### src/include/snoop_cfg.svh
/*
 * Build-time constants for the control-flow trace snooper.
 * Included by the package and by every module that sizes a port
 * or decodes a register offset.
 */

`ifndef SNOOP_CFG_SVH
`define SNOOP_CFG_SVH

// ------------------------------
// Widths and depth
// ------------------------------
`define SNOOP_PC_W       32
`define SNOOP_WB_AW      5
`define SNOOP_BUF_DEPTH  16
`define SNOOP_LEVEL_W    5

// ------------------------------
// Register byte offsets
// ------------------------------
`define SNOOP_REG_CTRL   5'h00
`define SNOOP_REG_WMARK  5'h04
`define SNOOP_REG_TRIG   5'h08
`define SNOOP_REG_STATUS 5'h0C
`define SNOOP_REG_SRC    5'h10
`define SNOOP_REG_DST    5'h14
`define SNOOP_REG_INFO   5'h18

`endif

### src/source/snoop_pkg.sv
/*
 * Shared types of the trace snooper: the branch kind and privilege
 * encodings presented by each hart, and the packed record that moves
 * from the selection stage into the buffer and trigger logic.
 */

`include "snoop_cfg.svh"

package snoop_pkg;

  // Control-flow kind as retired by the core
  typedef enum logic [2:0] {
    BR_COND = 3'd0,
    BR_JUMP = 3'd1,
    BR_CALL = 3'd2,
    BR_RET  = 3'd3,
    BR_TRAP = 3'd4
  } br_kind_e;

  // RISC-V privilege level, encoding 2 is reserved
  typedef enum logic [1:0] {
    PRIV_U = 2'd0,
    PRIV_S = 2'd1,
    PRIV_M = 2'd3
  } priv_e;

  // ------------------------------
  // One captured event, 69 bits
  // ------------------------------
  typedef struct packed {
    logic [`SNOOP_PC_W-1:0] src_pc;
    logic [`SNOOP_PC_W-1:0] dst_pc;
    br_kind_e               kind;
    priv_e                  priv;
  } trace_rec_t;

endpackage

### src/source/trace_select.sv
/*
 * Front end of the snooper. Picks the event stream of one hart,
 * drops events that are disabled or masked by kind, and registers
 * the survivors as trace records with one cycle of latency.
 */

`timescale 1ns/1ns
`include "snoop_cfg.svh"

module trace_select (
  input  logic                   clk_i,
  input  logic                   rst_i,
  input  logic                   hart0_valid_i,
  input  logic [`SNOOP_PC_W-1:0] hart0_src_pc_i,
  input  logic [`SNOOP_PC_W-1:0] hart0_dst_pc_i,
  input  snoop_pkg::br_kind_e    hart0_kind_i,
  input  snoop_pkg::priv_e       hart0_priv_i,
  input  logic                   hart1_valid_i,
  input  logic [`SNOOP_PC_W-1:0] hart1_src_pc_i,
  input  logic [`SNOOP_PC_W-1:0] hart1_dst_pc_i,
  input  snoop_pkg::br_kind_e    hart1_kind_i,
  input  snoop_pkg::priv_e       hart1_priv_i,
  input  logic                   cfg_enable_i,
  input  logic                   cfg_core_sel_i,
  input  logic [4:0]             cfg_kind_mask_i,
  output snoop_pkg::trace_rec_t  rec_o,
  output logic                   rec_valid_o
);
  import snoop_pkg::*;

  logic                   sel_valid;
  logic [`SNOOP_PC_W-1:0] sel_src;
  logic [`SNOOP_PC_W-1:0] sel_dst;
  br_kind_e               sel_kind;
  priv_e                  sel_priv;
  logic [7:0]             mask_ext;
  logic                   accept;
  trace_rec_t             rec_q;
  logic                   rec_valid_q;

  // Hart multiplexer
  always_comb begin
    if (cfg_core_sel_i) begin
      sel_valid = hart1_valid_i;
      sel_src   = hart1_src_pc_i;
      sel_dst   = hart1_dst_pc_i;
      sel_kind  = hart1_kind_i;
      sel_priv  = hart1_priv_i;
    end else begin
      sel_valid = hart0_valid_i;
      sel_src   = hart0_src_pc_i;
      sel_dst   = hart0_dst_pc_i;
      sel_kind  = hart0_kind_i;
      sel_priv  = hart0_priv_i;
    end
  end

  // Undefined kinds 5..7 see a zero mask bit and are never captured
  assign mask_ext = {3'b000, cfg_kind_mask_i};
  assign accept   = cfg_enable_i && sel_valid && mask_ext[sel_kind];

  always_ff @(posedge clk_i) begin
    if (rst_i) begin
      rec_valid_q <= 1'b0;
    end else begin
      rec_valid_q <= accept;
    end
  end

  always_ff @(posedge clk_i) begin
    if (accept) begin
      rec_q <= '{src_pc: sel_src, dst_pc: sel_dst, kind: sel_kind, priv: sel_priv};
    end
  end

  assign rec_o       = rec_q;
  assign rec_valid_o = rec_valid_q;

endmodule

### src/source/trace_buffer.sv
/*
 * Circular FIFO holding accepted trace records until software drains
 * them. Reports the head entry, the fill level and a sticky overflow
 * flag. Records that arrive while full are lost.
 */

`timescale 1ns/1ns
`include "snoop_cfg.svh"

module trace_buffer #(
  parameter int DEPTH = `SNOOP_BUF_DEPTH
) (
  input  logic                     clk_i,
  input  logic                     rst_i,
  input  snoop_pkg::trace_rec_t    rec_i,
  input  logic                     rec_valid_i,
  input  logic                     pop_i,
  input  logic                     ovf_clr_i,
  output snoop_pkg::trace_rec_t    head_o,
  output logic                     empty_o,
  output logic [`SNOOP_LEVEL_W-1:0] level_o,
  output logic                     overflow_o
);
  import snoop_pkg::*;

  localparam int PTR_W = $clog2(DEPTH);
  localparam logic [`SNOOP_LEVEL_W-1:0] FULL_LEVEL = `SNOOP_LEVEL_W'(DEPTH);

  trace_rec_t                mem_q [DEPTH];
  logic [PTR_W-1:0]          wr_ptr_q;
  logic [PTR_W-1:0]          rd_ptr_q;
  logic [`SNOOP_LEVEL_W-1:0] level_q;
  logic                      overflow_q;
  logic                      full;
  logic                      empty;
  logic                      do_push;
  logic                      do_pop;

  assign full    = (level_q == FULL_LEVEL);
  assign empty   = (level_q == '0);
  assign do_push = rec_valid_i && !full;
  assign do_pop  = pop_i && !empty;

  // ------------------------------
  // Pointers, level and overflow
  // ------------------------------
  always_ff @(posedge clk_i) begin
    if (rst_i) begin
      wr_ptr_q   <= '0;
      rd_ptr_q   <= '0;
      level_q    <= '0;
      overflow_q <= 1'b0;
    end else begin
      if (do_push) begin
        wr_ptr_q <= wr_ptr_q + 1'b1;
      end
      if (do_pop) begin
        rd_ptr_q <= rd_ptr_q + 1'b1;
      end
      case ({do_push, do_pop})
        2'b10:   level_q <= level_q + 1'b1;
        2'b01:   level_q <= level_q - 1'b1;
        default: level_q <= level_q;
      endcase
      // A drop in the same cycle as a clear keeps the flag set
      if (rec_valid_i && full) begin
        overflow_q <= 1'b1;
      end else if (ovf_clr_i) begin
        overflow_q <= 1'b0;
      end
    end
  end

  // Storage
  always_ff @(posedge clk_i) begin
    if (do_push) begin
      mem_q[wr_ptr_q] <= rec_i;
    end
  end

  assign head_o     = mem_q[rd_ptr_q];
  assign empty_o    = empty;
  assign level_o    = level_q;
  assign overflow_o = overflow_q;

endmodule

### src/source/trigger_unit.sv
/*
 * Watches the accepted record stream for a programmed target address.
 * A match while enabled sets a sticky hit that software clears
 * through the status register.
 */

`timescale 1ns/1ns
`include "snoop_cfg.svh"

module trigger_unit (
  input  logic                   clk_i,
  input  logic                   rst_i,
  input  snoop_pkg::trace_rec_t  rec_i,
  input  logic                   rec_valid_i,
  input  logic                   cfg_trig_en_i,
  input  logic [`SNOOP_PC_W-1:0] cfg_trig_addr_i,
  input  logic                   hit_clr_i,
  output logic                   hit_o
);

  logic match;
  logic hit_q;

  // Only records that passed the selection filter reach here
  assign match = rec_valid_i && cfg_trig_en_i && (rec_i.dst_pc == cfg_trig_addr_i);

  // ------------------------------
  // Sticky hit
  // ------------------------------
  always_ff @(posedge clk_i) begin
    if (rst_i) begin
      hit_q <= 1'b0;
    end else if (match) begin
      // New hit wins over a clear in the same cycle
      hit_q <= 1'b1;
    end else if (hit_clr_i) begin
      hit_q <= 1'b0;
    end
  end

  assign hit_o = hit_q;

endmodule

### src/source/snoop_regs.sv
/*
 * Wishbone classic register port of the snooper. Holds the control,
 * watermark and trigger registers, presents buffer and trigger state,
 * pops the buffer on INFO reads and drives the two interrupts.
 */

`timescale 1ns/1ns
`include "snoop_cfg.svh"

module snoop_regs (
  input  logic                      clk_i,
  input  logic                      rst_i,
  input  logic                      wb_cyc_i,
  input  logic                      wb_stb_i,
  input  logic                      wb_we_i,
  input  logic [`SNOOP_WB_AW-1:0]   wb_adr_i,
  input  logic [31:0]               wb_dat_i,
  input  snoop_pkg::trace_rec_t     head_i,
  input  logic                      empty_i,
  input  logic [`SNOOP_LEVEL_W-1:0] level_i,
  input  logic                      overflow_i,
  input  logic                      hit_i,
  output logic [31:0]               wb_dat_o,
  output logic                      wb_ack_o,
  output logic                      cfg_enable_o,
  output logic                      cfg_core_sel_o,
  output logic [4:0]                cfg_kind_mask_o,
  output logic                      cfg_trig_en_o,
  output logic [`SNOOP_PC_W-1:0]    cfg_trig_addr_o,
  output logic                      pop_o,
  output logic                      ovf_clr_o,
  output logic                      hit_clr_o,
  output logic                      watermark_irq_o,
  output logic                      trigger_irq_o
);

  typedef enum logic [`SNOOP_WB_AW-1:0] {
    REG_CTRL   = `SNOOP_REG_CTRL,
    REG_WMARK  = `SNOOP_REG_WMARK,
    REG_TRIG   = `SNOOP_REG_TRIG,
    REG_STATUS = `SNOOP_REG_STATUS,
    REG_SRC    = `SNOOP_REG_SRC,
    REG_DST    = `SNOOP_REG_DST,
    REG_INFO   = `SNOOP_REG_INFO
  } reg_e;

  reg_e                      reg_sel;
  logic                      access;
  logic                      wr_access;
  logic [31:0]               rdata;
  logic                      ack_q;
  logic [31:0]               rdata_q;
  logic                      enable_q;
  logic                      core_sel_q;
  logic                      trig_en_q;
  logic [4:0]                kind_mask_q;
  logic [`SNOOP_LEVEL_W-1:0] wmark_q;
  logic [`SNOOP_PC_W-1:0]    trig_addr_q;

  assign reg_sel   = reg_e'(wb_adr_i);
  // First cycle of a request, ack follows on the next one
  assign access    = wb_cyc_i && wb_stb_i && !ack_q;
  assign wr_access = access && wb_we_i;

  // ------------------------------
  // Read mux
  // ------------------------------
  always_comb begin
    rdata = '0;
    case (reg_sel)
      REG_CTRL:   rdata = {23'b0, kind_mask_q, 1'b0, trig_en_q, core_sel_q, enable_q};
      REG_WMARK:  rdata = {{(32 - `SNOOP_LEVEL_W){1'b0}}, wmark_q};
      REG_TRIG:   rdata = trig_addr_q;
      REG_STATUS: rdata = {22'b0, overflow_i, hit_i, 3'b0, level_i};
      REG_SRC:    rdata = empty_i ? '0 : head_i.src_pc;
      REG_DST:    rdata = empty_i ? '0 : head_i.dst_pc;
      REG_INFO:   rdata = empty_i ? '0 : {1'b1, 25'b0, head_i.priv, 1'b0, head_i.kind};
      default:    rdata = '0;
    endcase
  end

  // Bus handshake
  always_ff @(posedge clk_i) begin
    if (rst_i) begin
      ack_q <= 1'b0;
    end else begin
      ack_q <= access;
    end
  end

  always_ff @(posedge clk_i) begin
    if (access) begin
      rdata_q <= rdata;
    end
  end

  // ------------------------------
  // Configuration registers
  // ------------------------------
  always_ff @(posedge clk_i) begin
    if (rst_i) begin
      enable_q    <= 1'b0;
      core_sel_q  <= 1'b0;
      trig_en_q   <= 1'b0;
      kind_mask_q <= '0;
      wmark_q     <= '0;
      trig_addr_q <= '0;
    end else if (wr_access) begin
      case (reg_sel)
        REG_CTRL: begin
          enable_q    <= wb_dat_i[0];
          core_sel_q  <= wb_dat_i[1];
          trig_en_q   <= wb_dat_i[2];
          kind_mask_q <= wb_dat_i[8:4];
        end
        REG_WMARK: wmark_q     <= wb_dat_i[`SNOOP_LEVEL_W-1:0];
        REG_TRIG:  trig_addr_q <= wb_dat_i[`SNOOP_PC_W-1:0];
        default: ;
      endcase
    end
  end

  // Side effects land on the same edge as the register update
  assign pop_o     = access && !wb_we_i && (reg_sel == REG_INFO) && !empty_i;
  assign hit_clr_o = wr_access && (reg_sel == REG_STATUS) && wb_dat_i[8];
  assign ovf_clr_o = wr_access && (reg_sel == REG_STATUS) && wb_dat_i[9];

  assign wb_ack_o = ack_q;
  assign wb_dat_o = rdata_q;

  assign cfg_enable_o    = enable_q;
  assign cfg_core_sel_o  = core_sel_q;
  assign cfg_kind_mask_o = kind_mask_q;
  assign cfg_trig_en_o   = trig_en_q;
  assign cfg_trig_addr_o = trig_addr_q;

  // Watermark of zero disables the interrupt
  assign watermark_irq_o = (wmark_q != '0) && (level_i >= wmark_q);
  assign trigger_irq_o   = hit_i;

endmodule

### src/source/cfi_snoop_top.sv
/*
 * Top level of the control-flow trace snooper. Connects hart
 * selection, trace buffer, trigger unit and the Wishbone register
 * block. All logic runs on one clock.
 */

`timescale 1ns/1ns
`include "snoop_cfg.svh"

module cfi_snoop_top (
  input  logic                   clk_i,
  input  logic                   rst_i,
  input  logic                   hart0_valid_i,
  input  logic [`SNOOP_PC_W-1:0] hart0_src_pc_i,
  input  logic [`SNOOP_PC_W-1:0] hart0_dst_pc_i,
  input  snoop_pkg::br_kind_e    hart0_kind_i,
  input  snoop_pkg::priv_e       hart0_priv_i,
  input  logic                   hart1_valid_i,
  input  logic [`SNOOP_PC_W-1:0] hart1_src_pc_i,
  input  logic [`SNOOP_PC_W-1:0] hart1_dst_pc_i,
  input  snoop_pkg::br_kind_e    hart1_kind_i,
  input  snoop_pkg::priv_e       hart1_priv_i,
  input  logic                   wb_cyc_i,
  input  logic                   wb_stb_i,
  input  logic                   wb_we_i,
  input  logic [`SNOOP_WB_AW-1:0] wb_adr_i,
  input  logic [31:0]            wb_dat_i,
  output logic [31:0]            wb_dat_o,
  output logic                   wb_ack_o,
  output logic                   watermark_irq_o,
  output logic                   trigger_irq_o
);
  import snoop_pkg::*;

  logic                      cfg_enable;
  logic                      cfg_core_sel;
  logic [4:0]                cfg_kind_mask;
  logic                      cfg_trig_en;
  logic [`SNOOP_PC_W-1:0]    cfg_trig_addr;
  trace_rec_t                rec;
  logic                      rec_valid;
  logic                      hit;
  logic                      hit_clr;
  logic                      pop;
  logic                      ovf_clr;
  trace_rec_t                head;
  logic                      empty;
  logic [`SNOOP_LEVEL_W-1:0] level;
  logic                      overflow;

  // ------------------------------
  // Selection front end
  // ------------------------------
  trace_select trace_select_inst (
    .clk_i           ( clk_i          ),
    .rst_i           ( rst_i          ),
    .hart0_valid_i   ( hart0_valid_i  ),
    .hart0_src_pc_i  ( hart0_src_pc_i ),
    .hart0_dst_pc_i  ( hart0_dst_pc_i ),
    .hart0_kind_i    ( hart0_kind_i   ),
    .hart0_priv_i    ( hart0_priv_i   ),
    .hart1_valid_i   ( hart1_valid_i  ),
    .hart1_src_pc_i  ( hart1_src_pc_i ),
    .hart1_dst_pc_i  ( hart1_dst_pc_i ),
    .hart1_kind_i    ( hart1_kind_i   ),
    .hart1_priv_i    ( hart1_priv_i   ),
    .cfg_enable_i    ( cfg_enable     ),
    .cfg_core_sel_i  ( cfg_core_sel   ),
    .cfg_kind_mask_i ( cfg_kind_mask  ),
    .rec_o           ( rec            ),
    .rec_valid_o     ( rec_valid      )
  );

  // Buffer and trigger see the same record
  trace_buffer #(
    .DEPTH ( `SNOOP_BUF_DEPTH )
  ) trace_buffer_inst (
    .clk_i       ( clk_i     ),
    .rst_i       ( rst_i     ),
    .rec_i       ( rec       ),
    .rec_valid_i ( rec_valid ),
    .pop_i       ( pop       ),
    .ovf_clr_i   ( ovf_clr   ),
    .head_o      ( head      ),
    .empty_o     ( empty     ),
    .level_o     ( level     ),
    .overflow_o  ( overflow  )
  );

  trigger_unit trigger_unit_inst (
    .clk_i           ( clk_i         ),
    .rst_i           ( rst_i         ),
    .rec_i           ( rec           ),
    .rec_valid_i     ( rec_valid     ),
    .cfg_trig_en_i   ( cfg_trig_en   ),
    .cfg_trig_addr_i ( cfg_trig_addr ),
    .hit_clr_i       ( hit_clr       ),
    .hit_o           ( hit           )
  );

  // ------------------------------
  // Register port
  // ------------------------------
  snoop_regs snoop_regs_inst (
    .clk_i           ( clk_i           ),
    .rst_i           ( rst_i           ),
    .wb_cyc_i        ( wb_cyc_i        ),
    .wb_stb_i        ( wb_stb_i        ),
    .wb_we_i         ( wb_we_i         ),
    .wb_adr_i        ( wb_adr_i        ),
    .wb_dat_i        ( wb_dat_i        ),
    .head_i          ( head            ),
    .empty_i         ( empty           ),
    .level_i         ( level           ),
    .overflow_i      ( overflow        ),
    .hit_i           ( hit             ),
    .wb_dat_o        ( wb_dat_o        ),
    .wb_ack_o        ( wb_ack_o        ),
    .cfg_enable_o    ( cfg_enable      ),
    .cfg_core_sel_o  ( cfg_core_sel    ),
    .cfg_kind_mask_o ( cfg_kind_mask   ),
    .cfg_trig_en_o   ( cfg_trig_en     ),
    .cfg_trig_addr_o ( cfg_trig_addr   ),
    .pop_o           ( pop             ),
    .ovf_clr_o       ( ovf_clr         ),
    .hit_clr_o       ( hit_clr         ),
    .watermark_irq_o ( watermark_irq_o ),
    .trigger_irq_o   ( trigger_irq_o   )
  );

endmodule

### config.mk
export PLATFORM = sky130hd
export DESIGN_NAME = cfi_snoop_top
export DESIGN_NICKNAME = d
export VERILOG_FILES = /design/src/source/snoop_pkg.sv /design/src/source/trace_select.sv /design/src/source/trace_buffer.sv /design/src/source/trigger_unit.sv /design/src/source/snoop_regs.sv /design/src/source/cfi_snoop_top.sv
export VERILOG_INCLUDE_DIRS = /design/src /design/src/include
export SDC_FILE = /design/constraint.sdc
export NUM_CORES = 1
export LEC_CHECK = 0
export BUFFER_PORTS_ARGS = -buffer_cell sky130_fd_sc_hd__buf_2
export CAP_MARGIN = 20
export CORE_MARGIN = 1.5
export CORE_UTILIZATION = 60
export CTS_BUF_LIST = sky130_fd_sc_hd__clkbuf_16
export DETAILED_ROUTE_END_ITERATION = 6
export HOLD_SLACK_MARGIN = 0.1
export PLACE_DENSITY_LB_ADDON = 0.25
export SKIP_LAST_GASP = 1
export SLEW_MARGIN = 15
export SYNTH_ARGS = -nofsm -noshare
export SYNTH_HDL_FRONTEND = slang
export SYNTH_SLANG_ARGS = --single-unit
### constraint.sdc
create_clock -name clk_i -period 20.1 [get_ports clk_i]
set_input_delay 2.01 -clock clk_i [delete_from_list [all_inputs] [get_ports clk_i]]
set_output_delay 2.01 -clock clk_i [all_outputs]
set_load 0.005 [all_outputs]
# [Word-level counts from Yosys, hierarchy flattened]
# Memory sizes are Yosys's and may differ from the RTL's. A register that Yosys moved wholly into a read port is not among the register bits.
# Index checks and enable logic that the tools add are counted.
[word_totals] rom_bits=0 memories=1 ramBits=1104 latch_bits=0 out_inout_bits=35 word_cells=85 reg_bits=163
[classes] order_cmp=2 shifts=0 bitwise_logic=0 mux=20 n_reduce_logical=30 add_sub_neg=4 div_mod_pow=0 mul=0 n_eq_ne=10
[memory_table] name="trace_buffer_inst.mem_q" words=16 width=69 read_ports=1 rd_ports_with_merged_regs=1 write_ports=1 line="trace_buffer.sv:29" source="trace_rec_t mem_q [DEPTH];"
[op_table] operator="32-bit case mux with 7 select lines" n=1
[op_table] operator="32-bit 2-to-1 mux" n=5
[op_table] operator="32-bit == test" n=1
[op_table] operator="5-bit == test (second input constant)" n=4
[op_table] operator="1-bit logical AND" n=17
[op_table] operator="5-bit by 4-bit == test with 1-bit output (second input constant)" n=2
[op_table] operator="5-bit logical NOT" n=2
[op_table] operator="5-bit case mux with 2 select lines" n=1
[op_table] operator="4-bit by 1-bit adder with 4-bit output (second input constant)" n=2
[op_table] operator="1-bit 2-to-1 mux" n=8
[op_table] operator="4-bit 2-to-1 mux" n=2
[op_table] operator="2-bit AND reduction" n=3
[op_table] operator="2-bit nonzero test" n=3
[op_table] operator="5-bit by 1-bit adder with 5-bit output (second input constant)" n=1
[op_table] operator="5-bit by 3-bit == test with 1-bit output (second input constant)" n=1
[op_table] operator="5-bit >= comparator" n=1
[op_table] operator="5-bit nonzero test" n=1
[op_table] operator="5-bit by 1-bit subtractor with 5-bit output (second input constant)" n=1
[op_table] operator="1-bit logical NOT" n=4
[op_table] operator="3-bit by 4-bit less-than comparator with 1-bit output (second input constant)" n=1
[op_table] operator="1-bit binary-select mux with 3-bit select" n=1
[op_table] operator="3-bit 2-to-1 mux" n=1
[op_table] operator="2-bit by 1-bit == test with 1-bit output (second input constant)" n=1
[op_table] operator="2-bit == test (second input constant)" n=1
[op_table] operator="2-bit 2-to-1 mux" n=1

# [Logic depth before layout (Yosys ltp)]
[depth] depth_word=8 mapped_depth=13 depth_no_buf=10

# [By module]
# Synthesis repeated with hierarchy kept, for this count alone.
[unflattened] hier_cells=2392 area_unflattened_um2=49172.2
[modules_own_cells] mod="trace_buffer" seq_area_each_um2=33512.1 cells_each=1819 n_inst=1 area_per_inst_um2=42205.5
[modules_own_cells] mod="snoop_regs" seq_area_each_um2=1881.8 cells_each=364 n_inst=1 area_per_inst_um2=3573.4
[modules_own_cells] mod="trace_select" seq_area_each_um2=2092.0 cells_each=161 n_inst=1 area_per_inst_um2=3009.1
[modules_own_cells] mod="trigger_unit" seq_area_each_um2=20.0 cells_each=48 n_inst=1 area_per_inst_um2=384.1

# [Worst setup path after synthesis]
# OpenSTA, ideal clock, no wires.
[synth_timing] path_type="register to register" start="reg trace_buffer_inst.level_q[1], in the netlist trace_buffer_inst.level_o[1]" end="mem trace_buffer_inst.mem_q[3][0] (netlist name), enable pin" slack_ps=13589 setup_ps=581 t_arrival_ps=5930 stages_incl_launch_ff=7 synth_period_minus_slack_ps=6511 n_path_buf=2 cell_sequence="dfxtp_1 buf_2 nor4_1 a21oi_1 clkbuf_1 nand2_1 nor3_1"
[synth_between] elab_chain_cells=5
[synth_lines] item="start, declared" line="trace_buffer.sv:32" source="logic [`SNOOP_LEVEL_W-1:0] level_q;"
[synth_lines] item="start signal, assigned" line="trace_buffer.sv:61" source="2'b10: level_q <= level_q + 1'b1;"
[synth_lines] item="start signal, assigned" line="trace_buffer.sv:62" source="2'b01: level_q <= level_q - 1'b1;"
[synth_lines] item="start signal, assigned" line="trace_buffer.sv:63" source="default: level_q <= level_q;"
[synth_lines] item="5-bit == test" line="trace_buffer.sv:39" source="assign full = (level_q == FULL_LEVEL);"
[synth_lines] item="1-bit logical NOT" line="trace_buffer.sv:41" source="assign do_push = rec_valid_i && !full;"
[synth_lines] item="1-bit logical AND" line="trace_buffer.sv:41"
[synth_lines] item="1-bit 2-to-1 mux" line="trace_buffer.sv:76" source="if (do_push) begin"
[synth_lines] item="1-bit 2-to-1 mux (not written as such)" line="trace_buffer.sv:77" source="mem_q[wr_ptr_q] <= rec_i;"
[synth_lines] item="end, declared" line="trace_buffer.sv:29"
# Every way passes these cells.

# [Worst setup path in the final report]
[layout_timing] start="reg trace_buffer_inst.level_q[0], in the netlist trace_buffer_inst.level_o[0]" end="out watermark_irq_o"
[layout_between] elab_chain_cells=2
[layout_lines] item="5-bit >= comparator" line="snoop_regs.sv:138" source="assign watermark_irq_o = (wmark_q != '0) && (level_i >= wmark_q);"
[layout_lines] item="1-bit logical AND" line="snoop_regs.sv:138"
[layout_lines] item="end, declared" line="cfi_snoop_top.sv:30" source="output logic watermark_irq_o,"
# Every way passes these cells.

==> results.md <==
- Counting both buffers and inverters, the worst setup path holds a total of 2.
- The type of element capturing the critical path is a primary output.
- The worst IR drop on VDD is 81.22 uV.
- The count of unresolved DRC violations after routing is 0.
- The footprint of the multi-input gates is 11300 um^2.
- Dividing the detail-routed wire length by the instance count gives about 32 um.
- The number of hold buffers added after cts is 0.
- The combined flip-flop and latch cell area is approximately 38000 um^2.
- In this run the core area contains 104 standard-cell rows.
- The number of warnings issued by yosys is 0.
- Based on the critical path, the design can be clocked at up to 0.2179 GHz.
- The final critical-path share of the clock period is 22.83%.
- Setup repair after global routing left no endpoint under its margin.
- The path class of the tightest hold or removal check is register to register.
- The insertion delay of the later-clocked pin in the worst-skew pair is 0.68 ns.
- Of the synthesized area, sequential elements account for 76.15%.
- The number of sinks handled by clock tree synthesis is 1271.
- The pin count of the biggest net entering global routing is 110.
- The cell area after synthesis is roughly 49000 um^2.
- The count of antenna-violating nets left after detailed routing is 0.
- The cell family contributing the most delay on the critical path is compound AO/OA/AOI/OAI gates.
- The net count after synthesis is between 2000 and 2500.
- The first global-routing pass estimated 170.1 mm of wire.
- The library cell appearing most often on the critical path is a21o_1.
- The final net count is 2738.
- On the critical path, the stage with the largest delay is an instance of dfxtp_1.
- The number of buffers inserted by port buffering is between 200 and 250.
- The total of max-cap violations is 0.
- The initial core utilization is 60.85%.
- For this design the ratio of total power to cell area is 91.60 nW/um^2.
- The leading cell type in the layout, fill and taps excluded is edfxtp_1.
- At the worst endpoint, the required time is 18.09 ns.
- Counting I/O delays and the setup requirement, the final critical path takes ~4.6 ns.
- The post-route core utilization is between 60% and 70%.
- The termination of the worst setup path is watermark_irq_o.
- The count of unique library cells instantiated by Yosys is 50.
- The root buffer selected by CTS is clkbuf_16.
- Setup violations remaining at the end of the flow were counted as 0.
- After detailed routing, the number of vias per cell comes to 6.639.
- Tracing the worst setup path back leads to its startpoint at trace_buffer_inst.level_o[0].
- The total grt overflow is 0.
- In this run, synthesis inferred 1205 flip-flops with an integrated enable.
- The clock tree synthesis step divided the H-tree into 3 levels.
- The share of cells above drive strength 1 is 33.23%.
- The total number of vias is 24580.
- Counting flops with an async set or reset pin after synthesis yields a share of 0%.
- Summed over all failing endpoints, the final setup total negative slack is 0 ns.
- The count of cells in the finished layout, fillers not included, comes to 3703.
- The design draws 0.005081 W.
- The number of setup buffers added after CTS is 0.
- The fill cell instance count of the final layout is 4934.
- The number of buffers on the longest clock path is 3.
- Including well taps, the total number of placed cells is 3480.
- In this run the vertical extent of the chip is 289.5 um.
- The number of pins with negative max-slew slack in the final report is 0.
- The largest single stage delay on the critical path is 0.47 ns.
- The count of cell instances traversed by the critical path is 9.
- The capturing point of the worst reg2reg path is snoop_regs_inst.wb_dat_o[15].
- The arrival time of the worst setup path is approximately 2.6 ns.
- The initial antenna violation count came to 5.
- The signal on the critical path passes through inv_1 -> ha_1 -> nand2b_1 -> a21o_1 -> a21o_1 -> a21o_1 -> a21oi_1 -> a21oi_1 -> buf_2.
- Compared with the post-synthesis result, the final layout area differs by 12.64%.
- The core area is a little over 80000 um^2.
- The die area is 83810 um^2.
- Of all nets on the critical path, the largest fanout is 6.
- Between clock sinks in the finished design, the worst skew comes to 0.02334 ns.
- For the worst flop-to-flop path, the logic depth is 6.
- The register-to-register path setup slack is 15.72 ns.
- By startpoint and endpoint, the worst setup path is classified as register to primary output.
- The number of cells upsized or downsized after cts is 0.
- The commonest register cell after synthesis is edfxtp_1.
- The via count of the first global-routing pass is roughly 25000.
- The worst pin sits at a relative slew slack of between 20% and 30%.
- The number of clock buffers inserted by TritonCTS is 121.
- In this run the mean area of a mapped cell was 21.64 um^2.
- The transition time at the pin with the least slew margin is 1.122 ns.
- The overall fraction of global-route tracks in use is 28.93%.
- TritonCTS built the clock tree.
- The flow ran to the end, and the final reports show no timing, DRC or antenna violations.
- The kind of start point of the critical path is a register.
- The boundary pin count is around 220.
- The total iterations of the first detailed-routing run is 6.
- Leaving out fill and tap cells, the most frequent cells in the layout are 1205 x edfxtp_1, 337 x mux4_2, 216 x buf_2.
- After clock tree synthesis, the clock-pin slew on the worst setup and hold paths is 0.06 ns.
- The HPWL after detailed placement is 63.28 mm.
- The final count of hold timing violations was 0.
- The overall die width is 289.5 um.
- The congestion estimate from routability-driven global placement came to 0.8551.
- After technology mapping, the gate count stands at 2276.
- For this block, the initial DRC count from the detailed router was roughly 3300.
- The routed wire length is 119.0 mm.
- Summed over all cells, the static leakage comes to 17.31 nW.
- The synthesized flop and latch total is roughly 1300.
cells by family after synthesis:
logic type	count (synthesis)	synth area share [%]
DFF	1271	76.15
muxes	440	17.70
and+or+nand+nor	247	2.220
buffers and inverters	133	1.189
AOI/OAI and AO/OA	131	1.674
xor gates and xnor gates	41	0.7291
adders and majority gates	13	0.3303
worst register-to-register path, stage by stage (launching register included):
cell and delay (ns):
dfxtp_4 0.80, buf_4 0.85, buf_12 0.76, mux4_2 0.82
mux4_2 0.47, a22oi_1 0.33, nand2_1 0.10
power breakdown:
group / switching [W] / total, W / internal [W]
Clock: 0.000948 / 0.00218 / 0.00123
Combinational: 0.0000228 / 0.0000440 / 0.0000212
Sequential: 0.00000174 / 0.00286 / 0.00286
Total: 0.000972 / 0.00508 / 0.00411
stage by stage:
stage               area, um^2  hold WS (ns)  setup WS (ns)
global route             55470        0.4967          15.35
detailed placement       51670        0.4708          15.04
floorplan                49250        0.4375          13.59
global placement         51670        0.4561          15.14
finish                   55470        0.4777          15.51
CTS                      55470        0.4743          15.49
sequential cells by signal (all words and copies together), names as in the netlist, named ones only:
| register | cells |
|---|---|
| trace_select_inst.rec_o | 69 |
| snoop_regs_inst.wb_ack_o | 1 |
| snoop_regs_inst.cfg_core_sel_o | 1 |
| trigger_unit_inst.hit_o | 1 |
| trace_buffer_inst.overflow_o | 1 |
| trace_buffer_inst.rd_ptr_q | 4 |
| snoop_regs_inst.cfg_enable_o | 1 |
| trace_buffer_inst.level_o | 5 |
| snoop_regs_inst.cfg_trig_addr_o | 32 |
| snoop_regs_inst.wb_dat_o | 32 |
| snoop_regs_inst.cfg_kind_mask_o | 5 |
| snoop_regs_inst.wmark_q | 5 |
| snoop_regs_inst.cfg_trig_en_o | 1 |
| trace_buffer_inst.wr_ptr_q | 4 |
| trace_buffer_inst.mem_q | 1104 |
| trace_select_inst.rec_valid_o | 1 |
layer usage:
layer	vias up	routed length, um	global-route usage [%]
met1	12830	44630	40.51
met4	6	4421	11.10
li1	9986	-	-
met5	-	43	0
met3	240	12100	6.350
met2	1521	57840	45.47
synth_stat cells, drive strengths merged (13+ instances only):
library cell / number / share of area (%)
a21oi: 61 / 0.62
a22oi: 36 / 0.55
buf: 53 / 0.58
clkbuf: 69 / 0.53
dfxtp: 66 / 2.7
edfxtp: 1205 / 73
ha: 13 / 0.33
mux2: 75 / 1.7
mux2i: 28 / 0.57
mux4: 337 / 15
nand2: 145 / 1.1
nor2: 42 / 0.32
nor2b: 13 / 0.17
xnor2: 30 / 0.53
worst min path at each step:
| stage | start | endpoint | slack (ns) | cells after the start |
|---|---|---|---|---|
| floorplan | snoop_regs_inst.cfg_enable_o | snoop_regs_inst.cfg_enable_o | 0.44 | 2 |
| global placement | snoop_regs_inst.cfg_trig_en_o | snoop_regs_inst.cfg_trig_en_o | 0.46 | 2 |
| detailed placement | snoop_regs_inst.cfg_trig_en_o | snoop_regs_inst.cfg_trig_en_o | 0.47 | 2 |
| CTS | snoop_regs_inst.cfg_trig_en_o | snoop_regs_inst.cfg_trig_en_o | 0.47 | 2 |
| global route | snoop_regs_inst.cfg_trig_en_o | snoop_regs_inst.cfg_trig_en_o | 0.50 | 2 |
| finish | snoop_regs_inst.cfg_trig_en_o | snoop_regs_inst.cfg_trig_en_o | 0.48 | 2 |
area by class of cell:
type                       instances  share of cell area [%]
inverter                          11                 0.07443
multi-input combinational        872                   20.36
tap                             1060                   2.391
clock buffer                     123                   5.549
clock inverter                    99                   1.301
antenna                            1                0.004511
timing repair buffer             266                   2.671
sequential                      1271                   67.64
(Power assumes the default switching activity.)
